$ cat src/include/sysctl_cfg.svh
`ifndef SYSCTL_CFG_SVH
`define SYSCTL_CFG_SVH

//----------------------------------------
// CSR bus geometry
//----------------------------------------
`define CSR_ADDR_W      14
`define CSR_DATA_W      32
// Upper 4 address bits pick the controller
`define SYSCTL_BANK     4'h1

//----------------------------------------
// Register offsets, lower 10 address bits
//----------------------------------------
// Button state, read only
`define REG_GPIO_IN     10'd0
`define REG_GPIO_OUT    10'd1
`define REG_GPIO_IRQEN  10'd2
// Timer 0
`define REG_T0_CTRL     10'd3
`define REG_T0_CMP      10'd4
`define REG_T0_CNT      10'd5
// Timer 1
`define REG_T1_CTRL     10'd6
`define REG_T1_CMP      10'd7
`define REG_T1_CNT      10'd8
// Identity word, read only
`define REG_SYSID       10'd9

//----------------------------------------
// Sizes and constants
//----------------------------------------
`define GPIO_NIN        3
`define GPIO_NOUT       2
// "SYCT"
`define SYSTEM_ID       32'h53594354
// 6 bits give a 63 cycle stretch
`define ACT_STRETCH_W   6

`endif

$ cat src/hw/sysctl_pkg.sv
`include "sysctl_cfg.svh"

package sysctl_pkg;

	//----------------------------------------
	// APB slave port
	//----------------------------------------
	// Master to slave
	typedef struct packed {
		logic                   psel;
		logic                   penable;
		logic                   pwrite;
		// Byte address, two low bits ignored
		logic [`CSR_ADDR_W+1:0] paddr;
		logic [`CSR_DATA_W-1:0] pwdata;
	} apb_req_t;

	// Slave to master
	typedef struct packed {
		logic                   pready;
		logic [`CSR_DATA_W-1:0] prdata;
	} apb_rsp_t;

	//----------------------------------------
	// CSR bus
	//----------------------------------------
	// Word address, write strobe and write data
	typedef struct packed {
		logic [`CSR_ADDR_W-1:0] csr_a;
		logic                   csr_we;
		logic [`CSR_DATA_W-1:0] csr_dw;
	} csr_req_t;

	//----------------------------------------
	// Interrupt lines
	//----------------------------------------
	// One-cycle pulses
	typedef struct packed {
		logic gpio;
		logic timer0;
		logic timer1;
	} irq_t;

endpackage

$ cat src/hw/apb_csr_bridge.sv
`timescale 1ns/100ps
`include "sysctl_cfg.svh"

module apb_csr_bridge (
	input  logic                   sys_clk,
	input  logic                   rst1,
	input  sysctl_pkg::apb_req_t   apb_i,
	output sysctl_pkg::apb_rsp_t   apb_o,
	output sysctl_pkg::csr_req_t   csr_o,
	input  logic [`CSR_DATA_W-1:0] csr_dr_i
);
	import sysctl_pkg::*;

	// Idle, request on the CSR bus, answer the master
	typedef enum logic [1:0] {
		ST_IDLE,
		ST_ISSUE,
		ST_RESPOND
	} state_t;

	state_t   state;
	csr_req_t csr_q;

	//----------------------------------------
	// Transfer sequencing
	//----------------------------------------
	// Fixed two wait states per transfer
	always_ff @(posedge sys_clk) begin
		if (!rst1) begin
			state <= ST_IDLE;
		end else begin
			case (state)
				// Wait for an access phase
				ST_IDLE:
					if (apb_i.psel && apb_i.penable)
						state <= ST_ISSUE;
				// Request is on the bus this cycle
				ST_ISSUE:
					state <= ST_RESPOND;
				// pready for one cycle, then back
				default:
					state <= ST_IDLE;
			endcase
		end
	end

	//----------------------------------------
	// CSR request register
	//----------------------------------------
	// Write strobe lives for the issue cycle only
	always_ff @(posedge sys_clk) begin
		if (!rst1)
			csr_q.csr_we <= 1'b0;
		else
			csr_q.csr_we <= (state == ST_IDLE) && apb_i.psel && apb_i.penable && apb_i.pwrite;
	end

	// Address and data latched on entry, held otherwise
	always_ff @(posedge sys_clk) begin
		if ((state == ST_IDLE) && apb_i.psel && apb_i.penable) begin
			// Byte to word address
			csr_q.csr_a  <= apb_i.paddr[`CSR_ADDR_W+1:2];
			csr_q.csr_dw <= apb_i.pwdata;
		end
	end

	assign csr_o = csr_q;

	// Read data from the blocks arrives with the respond state
	always_comb begin
		apb_o.pready = (state == ST_RESPOND);
		apb_o.prdata = (state == ST_RESPOND) ? csr_dr_i : '0;
	end

endmodule

$ cat src/hw/sysctl_timer.sv
`timescale 1ns/100ps
`include "sysctl_cfg.svh"

module sysctl_timer (
	input  logic                   sys_clk,
	input  logic                   rst1,
	input  sysctl_pkg::csr_req_t   csr_i,
	output logic [`CSR_DATA_W-1:0] csr_dr_o,
	output logic                   timer0_irq_o,
	output logic                   timer1_irq_o
);

	// Per-timer register offsets
	localparam logic [9:0] CTRL_OFF [2] = '{`REG_T0_CTRL, `REG_T1_CTRL};
	localparam logic [9:0] CMP_OFF  [2] = '{`REG_T0_CMP, `REG_T1_CMP};
	localparam logic [9:0] CNT_OFF  [2] = '{`REG_T0_CNT, `REG_T1_CNT};

	logic                   bank_sel;
	logic [9:0]             off;
	logic                   csr_wr;
	// Control bits
	logic                   tm_en  [2];
	logic                   tm_ar  [2];
	logic                   tm_irq [2];
	logic [`CSR_DATA_W-1:0] tm_cmp [2];
	logic [`CSR_DATA_W-1:0] tm_cnt [2];

	//----------------------------------------
	// Address decode
	//----------------------------------------
	assign bank_sel = (csr_i.csr_a[`CSR_ADDR_W-1 -: 4] == `SYSCTL_BANK);
	assign off      = csr_i.csr_a[9:0];
	assign csr_wr   = csr_i.csr_we && bank_sel;

	//----------------------------------------
	// Counters and control
	//----------------------------------------
	always_ff @(posedge sys_clk) begin
		if (!rst1) begin
			for (int i = 0; i < 2; i++) begin
				tm_en[i]  <= 1'b0;
				tm_ar[i]  <= 1'b0;
				tm_irq[i] <= 1'b0;
				tm_cnt[i] <= '0;
			end
		end else begin
			for (int i = 0; i < 2; i++) begin
				tm_irq[i] <= 1'b0;
				if (tm_en[i]) begin
					if (tm_cnt[i] == tm_cmp[i]) begin
						// Match: pulse, wrap, stop unless auto-restart
						tm_cnt[i] <= '0;
						tm_irq[i] <= 1'b1;
						tm_en[i]  <= tm_ar[i];
					end else begin
						tm_cnt[i] <= tm_cnt[i] + 1'b1;
					end
				end
				// CPU writes take priority over the count
				if (csr_wr && (off == CTRL_OFF[i])) begin
					tm_en[i] <= csr_i.csr_dw[0];
					tm_ar[i] <= csr_i.csr_dw[1];
				end
				// Counter preload
				if (csr_wr && (off == CNT_OFF[i]))
					tm_cnt[i] <= csr_i.csr_dw;
			end
		end
	end

	// Compare values
	always_ff @(posedge sys_clk) begin
		for (int i = 0; i < 2; i++)
			if (csr_wr && (off == CMP_OFF[i]))
				tm_cmp[i] <= csr_i.csr_dw;
	end

	//----------------------------------------
	// Read back
	//----------------------------------------
	// Zero for any address outside this block
	always_ff @(posedge sys_clk) begin
		csr_dr_o <= '0;
		if (bank_sel) begin
			for (int i = 0; i < 2; i++) begin
				if (off == CTRL_OFF[i])
					csr_dr_o <= {30'd0, tm_ar[i], tm_en[i]};
				if (off == CMP_OFF[i])
					csr_dr_o <= tm_cmp[i];
				if (off == CNT_OFF[i])
					csr_dr_o <= tm_cnt[i];
			end
		end
	end

	assign timer0_irq_o = tm_irq[0];
	assign timer1_irq_o = tm_irq[1];

endmodule

$ cat src/hw/sysctl_gpio.sv
`timescale 1ns/100ps
`include "sysctl_cfg.svh"

module sysctl_gpio (
	input  logic                   sys_clk,
	input  logic                   rst1,
	input  sysctl_pkg::csr_req_t   csr_i,
	output logic [`CSR_DATA_W-1:0] csr_dr_o,
	input  logic [`GPIO_NIN-1:0]   gpio_in_i,
	output logic [`GPIO_NOUT-1:0]  gpio_out_o,
	output logic                   gpio_irq_o
);

	logic                  bank_sel;
	logic [9:0]            off;
	logic                  csr_wr;
	// Two-flop synchroniser, then previous sample
	logic [`GPIO_NIN-1:0]  in_s1;
	logic [`GPIO_NIN-1:0]  in_s2;
	logic [`GPIO_NIN-1:0]  in_prev;
	logic [`GPIO_NIN-1:0]  irq_en;

	assign bank_sel = (csr_i.csr_a[`CSR_ADDR_W-1 -: 4] == `SYSCTL_BANK);
	assign off      = csr_i.csr_a[9:0];
	assign csr_wr   = csr_i.csr_we && bank_sel;

	//----------------------------------------
	// Inputs and change interrupt
	//----------------------------------------
	// Pulse lands 3 cycles after the pin moves
	always_ff @(posedge sys_clk) begin
		if (!rst1) begin
			in_s1      <= '0;
			in_s2      <= '0;
			in_prev    <= '0;
			gpio_irq_o <= 1'b0;
		end else begin
			in_s1      <= gpio_in_i;
			in_s2      <= in_s1;
			in_prev    <= in_s2;
			// Any edge on an enabled input
			gpio_irq_o <= |((in_s2 ^ in_prev) & irq_en);
		end
	end

	//----------------------------------------
	// Writable registers
	//----------------------------------------
	always_ff @(posedge sys_clk) begin
		if (!rst1) begin
			gpio_out_o <= '0;
			irq_en     <= '0;
		end else if (csr_wr) begin
			if (off == `REG_GPIO_OUT)
				gpio_out_o <= csr_i.csr_dw[`GPIO_NOUT-1:0];
			if (off == `REG_GPIO_IRQEN)
				irq_en <= csr_i.csr_dw[`GPIO_NIN-1:0];
		end
	end

	// Read mux, unused offsets give zero
	always_ff @(posedge sys_clk) begin
		csr_dr_o <= '0;
		if (bank_sel) begin
			case (off)
				`REG_GPIO_IN:    csr_dr_o[`GPIO_NIN-1:0]  <= in_s2;
				`REG_GPIO_OUT:   csr_dr_o[`GPIO_NOUT-1:0] <= gpio_out_o;
				`REG_GPIO_IRQEN: csr_dr_o[`GPIO_NIN-1:0]  <= irq_en;
				`REG_SYSID:      csr_dr_o                 <= `SYSTEM_ID;
				default:         csr_dr_o                 <= '0;
			endcase
		end
	end

endmodule

$ cat src/hw/activity_led.sv
`timescale 1ns/100ps
`include "sysctl_cfg.svh"

module activity_led (
	input  logic       sys_clk,
	input  logic       rst1,
	// Bit 0 transmit, bit 1 receive
	input  logic [1:0] line_i,
	output logic [1:0] led_o
);

	logic [`ACT_STRETCH_W-1:0] stretch_cnt [2];

	//----------------------------------------
	// Pulse stretchers
	//----------------------------------------
	// Idle lines sit high, a start bit pulls them low
	always_ff @(posedge sys_clk) begin
		if (!rst1) begin
			for (int i = 0; i < 2; i++)
				stretch_cnt[i] <= '0;
			led_o <= '0;
		end else begin
			for (int i = 0; i < 2; i++) begin
				// Low line reloads to all ones
				if (!line_i[i])
					stretch_cnt[i] <= '1;
				else if (stretch_cnt[i] != '0)
					stretch_cnt[i] <= stretch_cnt[i] - 1'b1;
				// LED lags the counter by one cycle
				led_o[i] <= (stretch_cnt[i] != '0);
			end
		end
	end

endmodule

$ cat src/hw/sysctl_top.sv
`timescale 1ns/100ps
`include "sysctl_cfg.svh"

module sysctl_top (
	input  logic                  sys_clk,
	input  logic                  rst1,
	input  sysctl_pkg::apb_req_t  apb_i,
	output sysctl_pkg::apb_rsp_t  apb_o,
	input  logic [`GPIO_NIN-1:0]  gpio_in_i,
	output logic [`GPIO_NOUT-1:0] gpio_out_o,
	input  logic                  uart_rxd_i,
	input  logic                  uart_txd_i,
	output logic [1:0]            act_led_o,
	output sysctl_pkg::irq_t      irq_o
);
	import sysctl_pkg::*;

	//----------------------------------------
	// CSR bus
	//----------------------------------------
	csr_req_t               csr_req;
	logic [`CSR_DATA_W-1:0] csr_dr_timer;
	logic [`CSR_DATA_W-1:0] csr_dr_gpio;

	// APB to CSR
	apb_csr_bridge u_bridge (
		.sys_clk  (sys_clk),
		.rst1     (rst1),
		.apb_i    (apb_i),
		.apb_o    (apb_o),
		.csr_o    (csr_req),
		// Unselected blocks return zero, so OR the lines
		.csr_dr_i (csr_dr_timer | csr_dr_gpio)
	);

	//----------------------------------------
	// System controller blocks
	//----------------------------------------
	sysctl_timer u_timer (
		.sys_clk      (sys_clk),
		.rst1         (rst1),
		.csr_i        (csr_req),
		.csr_dr_o     (csr_dr_timer),
		.timer0_irq_o (irq_o.timer0),
		.timer1_irq_o (irq_o.timer1)
	);

	sysctl_gpio u_gpio (
		.sys_clk    (sys_clk),
		.rst1       (rst1),
		.csr_i      (csr_req),
		.csr_dr_o   (csr_dr_gpio),
		.gpio_in_i  (gpio_in_i),
		.gpio_out_o (gpio_out_o),
		.gpio_irq_o (irq_o.gpio)
	);

	// Serial activity LEDs, transmit on bit 0
	activity_led u_act_led (
		.sys_clk (sys_clk),
		.rst1    (rst1),
		.line_i  ({uart_rxd_i, uart_txd_i}),
		.led_o   (act_led_o)
	);

endmodule

$ cat config.mk
export PLATFORM = sky130hd
export DESIGN_NAME = sysctl_top
export DESIGN_NICKNAME = d
export VERILOG_FILES = /design/src/hw/sysctl_pkg.sv /design/src/hw/apb_csr_bridge.sv /design/src/hw/sysctl_timer.sv /design/src/hw/sysctl_gpio.sv /design/src/hw/activity_led.sv /design/src/hw/sysctl_top.sv
export VERILOG_INCLUDE_DIRS = /design/src /design/src/include
export SDC_FILE = /design/constraint.sdc
export NUM_CORES = 1
export LEC_CHECK = 0
export ABC_AREA = 1
export BUFFER_PORTS_ARGS = -buffer_cell sky130_fd_sc_hd__buf_2
export CAP_MARGIN = 20
export CORE_UTILIZATION = 50
export DETAILED_ROUTE_END_ITERATION = 8
export MAX_ROUTING_LAYER = met4
export PLACE_DENSITY = 0.79
export SLEW_MARGIN = 5
export SYNTH_ARGS = -nofsm -noshare
export SYNTH_HDL_FRONTEND = slang
export SYNTH_SLANG_ARGS = --single-unit
$ cat constraint.sdc
create_clock -name sys_clk -period 4.1 [get_ports sys_clk]
set_input_delay 0.82 -clock sys_clk [delete_from_list [all_inputs] [get_ports sys_clk]]
set_output_delay 0.82 -clock sys_clk [all_outputs]
set_load 0.02 [all_outputs]
Word level (Yosys, flattened, before mapping)
Memory sizes are Yosys's and may differ from the RTL's.
Cells that the tools add are included.

word-level totals
  flip-flop bits (word level) = 130
  memory bits (writable) = 146
  input bits = 58
  output and inout bits = 40
  memories kept = 6

cells by class
  $add $sub $neg = 4
  equal/unequal tests = 15
  multiplexer cells = 83
  bitwise gates (word level) = 23
  reduce and logical (&&, ||, !) cells = 19

memory list
  name                   depth  bits a word  read ports  clocked after memory_dff  wr ports  RTL line            text
  u_timer.tm_cmp         2      32           2           0                         1         sysctl_timer.sv:25  logic [`CSR_DATA_W-1:0] tm_cmp [2];
  u_timer.tm_cnt         2      32           2           0                         2         sysctl_timer.sv:26  logic [`CSR_DATA_W-1:0] tm_cnt [2];
  u_act_led.stretch_cnt  2      6            2           0                         2         activity_led.sv:12  logic [`ACT_STRETCH_W-1:0] stretch_cnt [2];
  u_timer.tm_ar          2      1            2           0                         2         sysctl_timer.sv:23  logic tm_ar [2];
  u_timer.tm_en          2      1            2           0                         2         sysctl_timer.sv:22  logic tm_en [2];
  u_timer.tm_irq         2      1            2           0                         2         sysctl_timer.sv:24  logic tm_irq [2];

operators by type and width
  cell                     count
  $mux W32                 13
  $add A32 B1 Y32 const B  2
  $eq A32 B32 Y1           2
  $mux W1                  60
  $eq A10 B3 Y1 const B    4
  $or A32 B32 Y32          1
  $reduce_or A32 Y1        1
  $mux W28                 1
  $mux W6                  4
  $eq A10 B2 Y1 const B    2
  $eq A10 B4 Y1 const B    2
  $or A1 B1 Y1             20
  $reduce_bool A6 Y1       2
  $sub A6 B1 Y6 const B    2
  $logic_and A1 B1 Y1      11
  $eq A10 B1 Y1 const B    1
  $logic_not A10 Y1        1
  $pmux W2 S3              1
  $eq A4 B1 Y1 const B     1
  $mux W2                  2
  $pmux W2 S2              1
  $reduce_and A2 Y1        2
  $and A3 B3 Y3            1
  $pmux W1 S3              1
  6 further kinds          6

Depth between registers and ports, before layout
Gate-level depths: netlist of run 1.
An unclocked memory read counts as a cell.

  depth in word-level cells = 9
  gate-level depth with buffers = 13

By module
From an unflattened synthesis of run 1, not the netlist that was laid out.

second synthesis, totals
  cells, all modules = 1695
  area, all modules = 13884.6 um2

modules (own cells, without submodules)
  module          times used  cells each  area an instance (um2)  seq. area each (um2)
  sysctl_timer    1           1224        9793.1                  4654.5
  apb_csr_bridge  1           130         1849.3                  1441.4
  sysctl_gpio     1           146         1058.5                  380.4
  activity_led    1           99          823.3                   400.4
  sysctl_top      1           96          360.3                   0.0

Least setup slack after synthesis of run 1
OpenSTA, ideal clock, no wires.

  path kind = register -> register
  start point = register u_bridge.csr_q, in the netlist u_bridge.csr_o[36]
  end point = memory u_timer.tm_cmp[0][0] (netlist name), enable pin
  library setup time = 0.421 ns
  data arrival time = 2.546 ns
  required time = 3.679 ns
  slack = 1.133 ns
  cell stages (with the launch flop) = 7
  buffers on the path = 1
  path through = edfxtp_1 -> nor2_4 -> nand2_2 -> nor2_8 -> nand2_2 -> clkbuf_1 -> nor2_1

between the ends
  longest elaborated chain between the ends = 6
  elaborated cells on any way between the ends = 11
  those cells by class = 2 x eq/ne; 6 x mux; 3 x reduce/logical

RTL lines
  element                             RTL line              text
  start: declaration                  apb_csr_bridge.sv:22  csr_req_t csr_q;
  $eq A10 B3 Y1                       sysctl_timer.sv:74    if (csr_wr && (off == CMP_OFF[i]))
  $logic_and A1 B1 Y1                 sysctl_timer.sv:74
  $mux W1                             sysctl_timer.sv:74
  $mux W1 (implied by the code)       sysctl_timer.sv:75    tm_cmp[i] <= csr_i.csr_dw;
  $reduce_or A32 Y1 (no source line)  n/a
  $mux W1 (no source line)            n/a
  end: declaration                    sysctl_timer.sv:25

Parallel ways exist; a longest one is shown, timed or not.

==> results.py, run 1 <==
metrics = {
    "logic_synthesis": {
        "synthDistinctLibCells": 42,
        "synth_top_area_share_pct": 45.6,
        "synthCells": 1480,
        "synth-seq-cells": 248,
        "seq_area_frac_synth_pct": 54.7,
        "ys_top_cells_by_area": "edfxtp_1 46%, nand2_1 12%, dfxtp_1 9.1%",
        "async_reset_ff_share_pct": 0,
        "synth_edf_count": 191,
        "ys_warn_count": 0,
        "synth_ff_type": "edfxtp_1",
        "syn-num-nets": 1543,
        "syn-cell-area_um2": 12600,
        "synth_top_area_cell": "edfxtp_1",
        "synth.avg_cell_area_um2": 8.49,
    },
    "clock_network": {
        "root_buffer": "clkbuf_16",
        "clock_path_buffers": 3,
        "tritoncts": "done",
        "cts-resized-gates": 0,
        "post-cts-setup-buffers": 0,
        "insertion_delay_ns": 0.55,
        "clk_pin_slew_worst_paths_ns": 0.06,
        "cts-htree-levels": 1,
        "cts_sinks": 248,
        "ctsHoldBuffers": 0,
        "cts_buffers": 26,
    },
    "floorplanning": {
        "dieWidth_um": 161,
        "dieHeight_um": 161,
        "initial_utilization_pct": 51.4,
        "io-pin-count": 98,
        "die-area_um2": 25800,
        "coreArea_um2": 24500,
        "rows": 57,
    },
    "setup_path": {
        "worstSetupPathType": "register to primary output",
        "crit_path_max_fanout": 32,
        "worstPathArrival_ns": 2.06,
        "cp-end-kind": "primary output",
        "cp.required_ns": 3.28,
        "startpoint_type": "register",
    },
    "drt": {
        "drc": 0,
        "ant_nets": 0,
        "dr.first_iter.drc_count": 1055,
        "drt_wl_total_mm": 33.8,
        "viasPerCell": 5.37,
        "drt-pass1-iter-count": 5,
        "avgRoutedWirePerCell_um": 17.6,
        "routed-via-count": 10300,
    },
    "timing": {
        "final.min_clock_period_ns": 2.88,
        "skew_ns": 0.0122,
        "hold_viol_final": 0,
        "tightestPinTransition_ns": 0.987,
        "max_slew_margin_pct": 34.2,
        "fmax_mhz": 347,
        "drv_slew": 0,
        "hold_slack_ns": 0.420,
        "min_period_over_period_pct": 70.3,
        "finalSetupViolations": 0,
        "rsz0062_at_grt": "no",
        "fin_ws_ns": 1.22,
        "tns_ns": 0,
    },
    "cells_and_area": {
        "num-fill-cells": 2149,
        "antenna_cells": 0,
        "final_nets": 1640,
        "drive_above_1_share_pct": 11.5,
        "instances_no_fill": 1921,
        "syn_to_final_growth_pct": 13.3,
    },
    "power_and_ir_drop": {
        "total_power_uw": 5600,
        "leakage_uw": 0.00574,
        "peakVddDrop_uv": 341,
        "powerDensity_nw_per_um2": 393,
    },
    "global_route": {
        "track_usage_pct": 27.3,
        "grt_overflow": 0,
        "grt_pass1_wl_mm": 52.2,
        "first_global_vias": 9750,
        "grt_max_degree": 50,
        "antenna_found_initial": 0,
    },
    "job": {
        "drv_cap": 0,
    },
    "place": {
        "dp.cells": 1873,
        "gp_routability_congestion": 0.948,
        "place_hpwl_mm": 24.6,
        "io_buffers": 95,
        "pre_cts_ws_ns": 1.24,
    },
    "status": {
        "status": "complete, no violations",
    },
    "worst_hold_path": {
        "hp-class": "register to register",
    },
}
power breakdown:
| group | internal [µW] | leakage [µW] | switching (µW) |
|---|---|---|---|
| Clock | 1500 | 0.000452 | 972 |
| Sequential | 2790 | 0.00233 | 93.1 |
| Combinational | 85.6 | 0.00296 | 164 |
| Total | 4370 | 0.00574 | 1230 |
Yosys cell counts (3+ instances only):
master    instances
buf_2            11
inv_1           198
o22ai_1          27
inv_2             3
clkbuf_1         13
a21oi_1          23
nor3_1           30
o21ai_0          76
nand2_2           6
nor2_4            4
a31oi_1          11
dfxtp_1          57
nand2_1         409
nand4_1          37
nor2_1          196
nand3_1          50
or2_2             6
buf_4             6
o21ai_1          26
edfxtp_1        191
xor2_1           43
xnor2_1          18
ha_1              5
nor2_2            6
area by class of cell:
cell class                 count  area (µm²)  share of cell area, %
clock buffer                  36         771                   5.41
clock inverter                12         143                   1.00
sequential                   248        6880                   48.3
multi-input combinational    996        4760                   33.4
timing repair buffer         103         536                   3.76
inverter                     202         759                   5.33
tap                          324         405                   2.85
worst paths after layout:
kind                                   from                                   to  slack, ns  cells past startpoint
max reg2reg    u_bridge.csr_o[34]$_DFFE_PP_  u_timer.tm_cnt[0][16]$_SDFFCE_PN0P_       1.36                      7
max          u_bridge.state[1]$_SDFFE_PN0P_                             apb_o[2]       1.22                      5
min reg2reg      u_gpio.in_s1[2]$_SDFF_PN0_           u_gpio.in_s2[2]$_SDFF_PN0_       0.42                      2
min              u_gpio.in_s1[2]$_SDFF_PN0_           u_gpio.in_s2[2]$_SDFF_PN0_       0.42                      2
sequential cells by signal (all words and copies together), names as in the netlist, 3 cells and up:
signal                 cells
u_timer.tm_cmp            64
u_timer.tm_cnt            64
u_bridge.csr_o            47
u_timer.csr_dr_o          32
u_act_led.stretch_cnt     12
u_gpio.csr_dr_o            4
u_gpio.in_prev             3
u_gpio.in_s1               3
u_gpio.in_s2               3
u_gpio.irq_en              3
worst max-delay path, stage by stage, from the launching register on:
cell and delay (ns):
dfxtp_1 0.35, inv_1 0.04, nor2_1 0.23, inv_1 0.44, nor2_1 0.26, buf_2 0.20
per-stage QoR:
step / utilization, % / area [µm²]
3_3_place_gp: 54.5 / 13300
4_1_cts: 58.2 / 14200
5_1_grt: 58.2 / 14200
2_1_floorplan: - / 12600
6_report: 58.2 / 14200
3_5_place_dp: 54.5 / 13300
cells in the final DEF (no fill, tap or decap), drive strengths merged, types with 3 or more instances in the layout:
master,Yosys,routed
nand2,417,417
nor2,207,207
inv,201,201
edfxtp,191,191
buf,19,103
o21ai,102,102
dfxtp,57,57
nand3,53,53
xor2,43,43
nand4,38,38
clkbuf,15,36
nor3,34,34
o22ai,27,27
a21oi,23,23
xnor2,18,18
a31oi,11,11
clkinv,1,10
or2,6,6
ha,5,5
bufinv,0,3
layer usage:
layer	part of all wire, %	GRT usage, %	up-vias
met3	11	5.50	68
met2	44	41.7	501
met4	2.5	8.31	0
met1	42	36.7	4715
met5	0	-	-
li1	-	-	5024
logic make-up (layout without fill, tap and decap cells):
| logic type | after synthesis | in the layout | share of synthesized area [%] |
|---|---|---|---|
| buf+inv | 236 | 353 | 7.49 |
| other cells | 1 | 1 | 0.0298 |
| compound gates | 168 | 168 | 7.20 |
| simple gates | 760 | 760 | 25.8 |
| mux | 1 | 1 | 0.0796 |
| xor+xnor | 61 | 61 | 4.25 |
| fa+ha+maj | 5 | 5 | 0.498 |
| flops | 248 | 248 | 54.7 |
(Power assumes the default switching activity.)
==> run 2, diff against run 1 <==
--- a/config.mk
+++ b/config.mk
@@ -12,7 +12,7 @@
 export CORE_UTILIZATION = 50
 export DETAILED_ROUTE_END_ITERATION = 8
 export MAX_ROUTING_LAYER = met4
-export PLACE_DENSITY = 0.79
+export PLACE_DENSITY = 0.82
 export SLEW_MARGIN = 5
 export SYNTH_ARGS = -nofsm -noshare
 export SYNTH_HDL_FRONTEND = slang
==> constraint.sdc (replaced) <==
create_clock -name sys_clk -period 2.55 [get_ports sys_clk]
set_input_delay 0.51 -clock sys_clk [delete_from_list [all_inputs] [get_ports sys_clk]]
set_output_delay 0.51 -clock sys_clk [all_outputs]
set_load 0.02 [all_outputs]
==> run 2 against run 1 <==
The run now ends with design-rule violations left. Critical path depth up 1. Sequential power up 61%. First-iteration DRC count up 26%. Final cell count up 0.83%. Combinational power up 66%. Register-to-register slack worse by 1.0 ns. Power up 62%. Via count up 2.1%. Worst hold slack worse by 0.27 ns. Clock skew up 0.0066 ns. Core utilization up 0.72 points. Largest power group unchanged.
==> results.py, run 2 (same netlist as run 1, synthesis figures left out) <==
metrics = {
    "floorplanning": {
        "coreArea_um2": 24500,
        "die-area_um2": 25800,
        "rows": 57,
        "io-pin-count": 98,
        "dieHeight_um": 161,
        "initial_utilization_pct": 51.4,
        "dieWidth_um": 161,
    },
    "power_and_ir_drop": {
        "peakVddDrop_uv": 602,
        "switching_share_pct": 22.0,
        "p_int_uw": 7080,
        "seqPwrFrac_pct": 50.9,
        "combPwrFrac_pct": 4.6,
        "leakage_uw": 0.00583,
        "p_sw_uw": 2000,
        "pwr-share-clk_pct": 44.5,
        "total_power_uw": 9080,
        "powerDensity_nw_per_um2": 630,
    },
    "global_route": {
        "grt_pass1_wl_mm": 52.5,
        "grt_overflow": 0,
        "first_global_vias": 9875,
        "track_usage_pct": 27.5,
        "antenna_found_initial": 2,
        "grt_max_degree": 49,
    },
    "setup_path": {
        "cp-end-kind": "primary output",
        "crit_family": "buffers and inverters",
        "timing.rr.start": "u_bridge.csr_o[43]$_DFFE_PP_",
        "cp.required_ns": 2.04,
        "critPathBufInv": 4,
        "worstSetupPathType": "register to primary output",
        "crit_chain": "inv_1 -> nor2_1 -> inv_1 -> buf_4 -> nor2_1 -> buf_2",
        "crit_start": "u_bridge.state[1]$_SDFFE_PN0P_",
        "startpoint_type": "register",
        "crit_slowest_cell": "dfxtp_1",
        "crit_path_max_fanout": 32,
        "worstPathArrival_ns": 1.73,
        "slowest_delay_ns": 0.35,
    },
    "job": {
        "drv_cap": 0,
    },
    "drt": {
        "drc": 1,
        "viasPerCell": 5.43,
        "drt_wl_total_mm": 34.2,
        "drt-pass1-iter-count": 8,
        "ant_nets": 0,
        "dr.first_iter.drc_count": 1329,
        "routed-via-count": 10500,
        "avgRoutedWirePerCell_um": 17.7,
    },
    "timing": {
        "skew_ns": 0.0188,
        "min_period_over_period_pct": 88.0,
        "drv_slew": 0,
        "final.min_clock_period_ns": 2.24,
        "tightestPinTransition_ns": 0.771,
        "max_slew_margin_pct": 48.4,
        "hold_viol_final": 0,
        "fmax_mhz": 446,
        "rsz0062_at_grt": "no",
        "finalSetupViolations": 0,
        "tns_ns": 0,
    },
    "clock_network": {
        "cts_sinks": 248,
        "cts-resized-gates": 0,
        "root_buffer": "clkbuf_16",
        "clock_path_buffers": 3,
        "cts_buffers": 27,
        "clk_pin_slew_worst_paths_ns": 0.06,
        "ctsHoldBuffers": 0,
        "post-cts-setup-buffers": 0,
        "cts-htree-levels": 1,
        "tritoncts": "done",
        "insertion_delay_ns": 0.54,
    },
    "place": {
        "gp_routability_congestion": 1.01,
        "place_hpwl_mm": 25.3,
        "io_buffers": 95,
    },
    "worst_hold_path": {
        "hp-class": "primary input to register",
        "hp-start": "apb_i[21]",
    },
    "status": {
        "status": "complete, but fails checks",
        "violations": "design-rule violations",
    },
    "cells_and_area": {
        "drive_above_1_share_pct": 12.3,
        "num-fill-cells": 2091,
        "final_common_cell": "nand2_1",
        "layout_common_cells": "409 x nand2_1, 197 x inv_1, 194 x nor2_1",
        "final_nets": 1655,
        "syn_to_final_growth_pct": 14.8,
    },
}
run 2: path summary, 6_finish.rpt:
kind / endpoint / slack [ns] / cells after the start
setup / recovery: apb_o[1] / 0.31 / 6
hold / removal: u_bridge.csr_o[21]$_DFFE_PP_ / 0.15 / 1
setup reg to reg: u_timer.tm_cnt[0][20]$_SDFFCE_PN0P_ / 0.33 / 10
hold reg to reg: u_gpio.in_s2[2]$_SDFF_PN0_ / 0.42 / 2
run 2: area by class of cell:
cell class	count	area [µm²]	area share, %
clock inverter	10	77.6	0.538
tap	324	405	2.81
multi-input combinational	996	4760	33.0
timing repair buffer	117	678	4.70
clock buffer	38	865	5.99
sequential	248	6880	47.7
antenna	2	5.00	0.0347
inverter	202	759	5.27
run 2: power by group through the flow:
| stage | combinational (µW) | clock, µW | sequential [µW] |
|---|---|---|---|
| 3_5_place_dp | 409 | 0 | 4710 |
| 5_1_grt | 464 | 4250 | 4640 |
| 3_3_place_gp | 392 | 0 | 4700 |
| 4_1_cts | 413 | 4090 | 4620 |
| 6_report | 415 | 4040 | 4630 |
| 2_1_floorplan | 279 | 0 | 4650 |
run 2: per-stage QoR:
| step | utilization (%) | setup slack, ns | hold slack (ns) | instances | cell area, µm² |
|---|---|---|---|---|---|
| 5_1_grt | 59.0 | 0.143 | 0.131 | 1937 | 14400 |
| 3_5_place_dp | 55.1 | 0.391 | 0.401 | 1887 | 13500 |
| 4_1_cts | 58.9 | 0.266 | 0.139 | 1935 | 14400 |
| 3_3_place_gp | 55.1 | 0.440 | 0.399 | 1887 | 13500 |
| 6_report | 59.0 | 0.307 | 0.148 | 1937 | 14400 |
| 2_1_floorplan | - | 0.0850 | 0.390 | 1480 | 12600 |
run 2: per-layer routing:
layer | GRT usage [%] | wire length, µm | share of wire, % | up-vias
met3 | 4.88 | 3730 | 11 | 78
met5 | - | 0 | 0 | -
li1 | - | - | - | 5067
met2 | 42.1 | 15400 | 45 | 548
met4 | 8.96 | 1030 | 3.0 | 0
met1 | 37.0 | 14000 | 41 | 4832
==> run 3, diff against run 2 <==
--- a/config.mk
+++ b/config.mk
@@ -16,4 +16,5 @@
 export SLEW_MARGIN = 5
 export SYNTH_ARGS = -nofsm -noshare
 export SYNTH_HDL_FRONTEND = slang
+export SYNTH_HIERARCHICAL = 1
 export SYNTH_SLANG_ARGS = --single-unit
==> run 3 against run 2 <==
The flow now finishes without violations. Flip-flop and latch count is the same. Non-clock buffer count grew 21. Area after synthesis is 10% higher. Synthesized cell count is 15% higher. Die area grew 10%. Clock skew about the same. Sequential share of layout area fell by 3.9 points. Global-route usage up 0.55 points. Highest routed layer unchanged.
==> results.py, run 3 <==
metrics = {
    "logic_synthesis": {
        "synth_top_area_cell": "edfxtp_1",
        "synth.avg_cell_area_um2": 8.19,
        "ys_warn_count": 6,
        "synthDistinctLibCells": 47,
        "synth_edf_count": 191,
        "ys_top_cells_by_count": "469 x nand2_1, 245 x inv_1, 191 x edfxtp_1",
        "synth_top_area_share_pct": 41.3,
        "yosysMostFrequentCell": "nand2_1",
        "synthCells": 1695,
        "async_reset_ff_share_pct": 0,
        "seq_area_frac_synth_pct": 49.5,
        "ys_top_cells_by_area": "edfxtp_1 41%, nand2_1 13%, dfxtp_1 8.2%",
        "synth_ff_type": "edfxtp_1",
        "synth-seq-cells": 248,
        "syn-cell-area_um2": 13900,
    },
    "setup_path": {
        "worstPathArrival_ns": 2.62,
        "crit_chain": "inv_1 -> nand2_1 -> nand2_1 -> nand2_1 -> nor2_1 -> nand2_1 -> nor2_1 -> nand3_1 -> nand3_2 -> buf_12",
        "crit_path_max_fanout": 31,
        "cp-end-kind": "register",
        "crit_start": "u_timer/tm_cnt[1][5]$_SDFFCE_PN0P_",
        "slowest_delay_ns": 0.51,
        "critPathBufInv": 2,
        "crit_top_cell": "nand2_1",
        "cp.required_ns": 2.77,
        "crit_family": "simple AND/OR/NAND/NOR gates",
        "worstSetupPathType": "register to register",
        "timing.rr.start": "u_timer/tm_cnt[1][5]$_SDFFCE_PN0P_",
        "r2r_slack_ns": 0.15,
        "startpoint_type": "register",
        "crit_slowest_cell": "edfxtp_1",
        "reg2reg_depth": 10,
        "timing.rr.end": "u_timer/tm_cnt[1][16]$_SDFFCE_PN0P_",
    },
    "global_route": {
        "antenna_found_initial": 0,
        "grt_max_degree": 47,
        "first_global_vias": 10800,
        "track_usage_pct": 28.0,
        "grt_overflow": 0,
        "grt_pass1_wl_mm": 59.2,
    },
    "clock_network": {
        "clk_pin_slew_worst_paths_ns": 0.06,
        "cts_buffers": 26,
        "root_buffer": "clkbuf_16",
        "tritoncts": "done",
        "cts-htree-levels": 1,
        "ctsHoldBuffers": 0,
        "post-cts-setup-buffers": 0,
        "cts-resized-gates": 0,
        "clock_path_buffers": 3,
        "cts_sinks": 248,
        "insertion_delay_ns": 0.54,
    },
    "timing": {
        "tightestPinTransition_ns": 0.644,
        "fmax_mhz": 416,
        "max_slew_margin_pct": 57.1,
        "drv_slew": 0,
        "tns_ns": 0,
        "skew_ns": 0.0192,
        "hold_viol_final": 0,
        "rsz0062_at_grt": "no",
        "min_period_over_period_pct": 94.2,
        "final.min_clock_period_ns": 2.40,
        "finalSetupViolations": 0,
        "fin_ws_ns": 0.149,
    },
    "job": {
        "drv_cap": 0,
    },
    "cells_and_area": {
        "antenna_cells": 0,
        "final_common_cell": "nand2_1",
        "final_nets": 1868,
        "num-fill-cells": 2435,
        "drive_above_1_share_pct": 15.0,
        "syn_to_final_growth_pct": 13.1,
        "layout_common_cells": "468 x nand2_1, 244 x inv_1, 191 x edfxtp_1",
        "finish.utilization_pct": 58.0,
    },
    "status": {
        "status": "complete, no violations",
    },
    "drt": {
        "dr_wl_met2_mm": 17.7,
        "routed-wl-met3_mm": 4.06,
        "highest_layer": "met4",
        "wl_met1_mm": 15.4,
        "viasPerCell": 5.30,
        "routed-via-count": 11600,
        "ant_nets": 0,
        "avgRoutedWirePerCell_um": 17.5,
        "drc": 0,
        "drt-pass1-iter-count": 7,
        "drt_wl_total_mm": 38.3,
        "dr.first_iter.drc_count": 1439,
    },
    "power_and_ir_drop": {
        "powerDensity_nw_per_um2": 587,
        "peakVddDrop_uv": 482,
        "leakage_uw": 0.00635,
    },
    "worst_hold_path": {
        "hold_path_depth": 1,
        "hp-class": "primary input to register",
        "holdPathEnd": "u_bridge/csr_o[12]$_DFFE_PP_",
        "hp-start": "apb_i[12]",
    },
    "floorplanning": {
        "dieWidth_um": 169,
        "coreArea_um2": 27100,
        "rows": 60,
        "io-pin-count": 98,
        "die-area_um2": 28400,
        "initial_utilization_pct": 51.2,
        "dieHeight_um": 169,
    },
    "place": {
        "io_buffers": 95,
        "place_hpwl_mm": 28.8,
        "gp_routability_congestion": 1.03,
        "pre_cts_ws_ns": 0.279,
    },
}
## run 3: changes by cell type after synthesis, sizes merged, moves of 9 or more
cell   change
a21o       +9
buf       +32
inv       +53
nand2     +61
nand3     +50
nand4     -19
nor2       -9
o22ai     -26
xnor2     +29
## run 3: worst max-delay path by stage
stage                                                     end  slack (ns)  depth (start not counted)
after floorplan            u_timer/tm_cnt[0][0]$_SDFFCE_PN0P_        0.06                          6
after global placement     u_timer/tm_cnt[1][4]$_SDFFCE_PN0P_        0.33                         10
after detailed placement   u_timer/tm_cnt[1][4]$_SDFFCE_PN0P_        0.28                         10
after CTS                 u_timer/tm_cnt[1][27]$_SDFFCE_PN0P_        0.24                         10
after global routing      u_timer/tm_cnt[1][16]$_SDFFCE_PN0P_         0.1                         10
final                     u_timer/tm_cnt[1][16]$_SDFFCE_PN0P_        0.15                         10
## run 3: kinds of logic (layout without fill, tap and decap cells)
| logic type | count (synthesis) | in the layout | synth area share, % |
|---|---|---|---|
| XOR/XNOR | 82 | 82 | 5.17 |
| adder cells (fa/ha/maj) | 6 | 6 | 0.541 |
| other | 2 | 17 | 0.0541 |
| buffers and inverters | 328 | 442 | 10.4 |
| AND/OR/NAND/NOR | 848 | 848 | 26.6 |
| AO/OA/AOI/OAI | 181 | 181 | 7.71 |
| flip-flops | 248 | 248 | 49.5 |
## run 3: worst reg2reg max path, stage by stage, from the launching register on
cell and delay (ns):
edfxtp_1 0.51, inv_1 0.10, nand2_1 0.06, nand2_1 0.07, nand2_1 0.05, nor2_1 0.30, nand2_1 0.11, nor2_1 0.19
nand3_1 0.26, nand3_2 0.19, buf_12 0.23
## run 3: report_power, final
group	switching [µW]	total, µW	internal, µW
clock	1560	4000	2450
sequential	177	4660	4490
combinational	349	546	197
total	2080	9210	7130
## run 3: area by class of cell
type	count	area, µm²	area share, %
clock buffer	35	706	4.49
clock inverter	13	196	1.25
inverter	256	962	6.13
multi-input combinational	1134	5640	35.9
sequential	248	6880	43.8
tap	372	465	2.96
timing repair buffer	138	861	5.48
## run 3: per-stage QoR
step	power [µW]	hold slack [ns]	std cells	cell area (µm²)
floorplan	5060	0.386	1710	14000
global placement	5260	0.397	2148	14800
detailed placement	5280	0.397	2148	14800
CTS	9260	0.138	2196	15700
global route	9510	0.135	2196	15700
finish	9210	0.148	2196	15700
## run 3: layer usage
metal | vias up | track usage, %
li1 | 5623 | -
met1 | 5396 | 36.5
met2 | 557 | 44.2
met3 | 71 | 5.63
met4 | 0 | 8.38
met5 | - | -
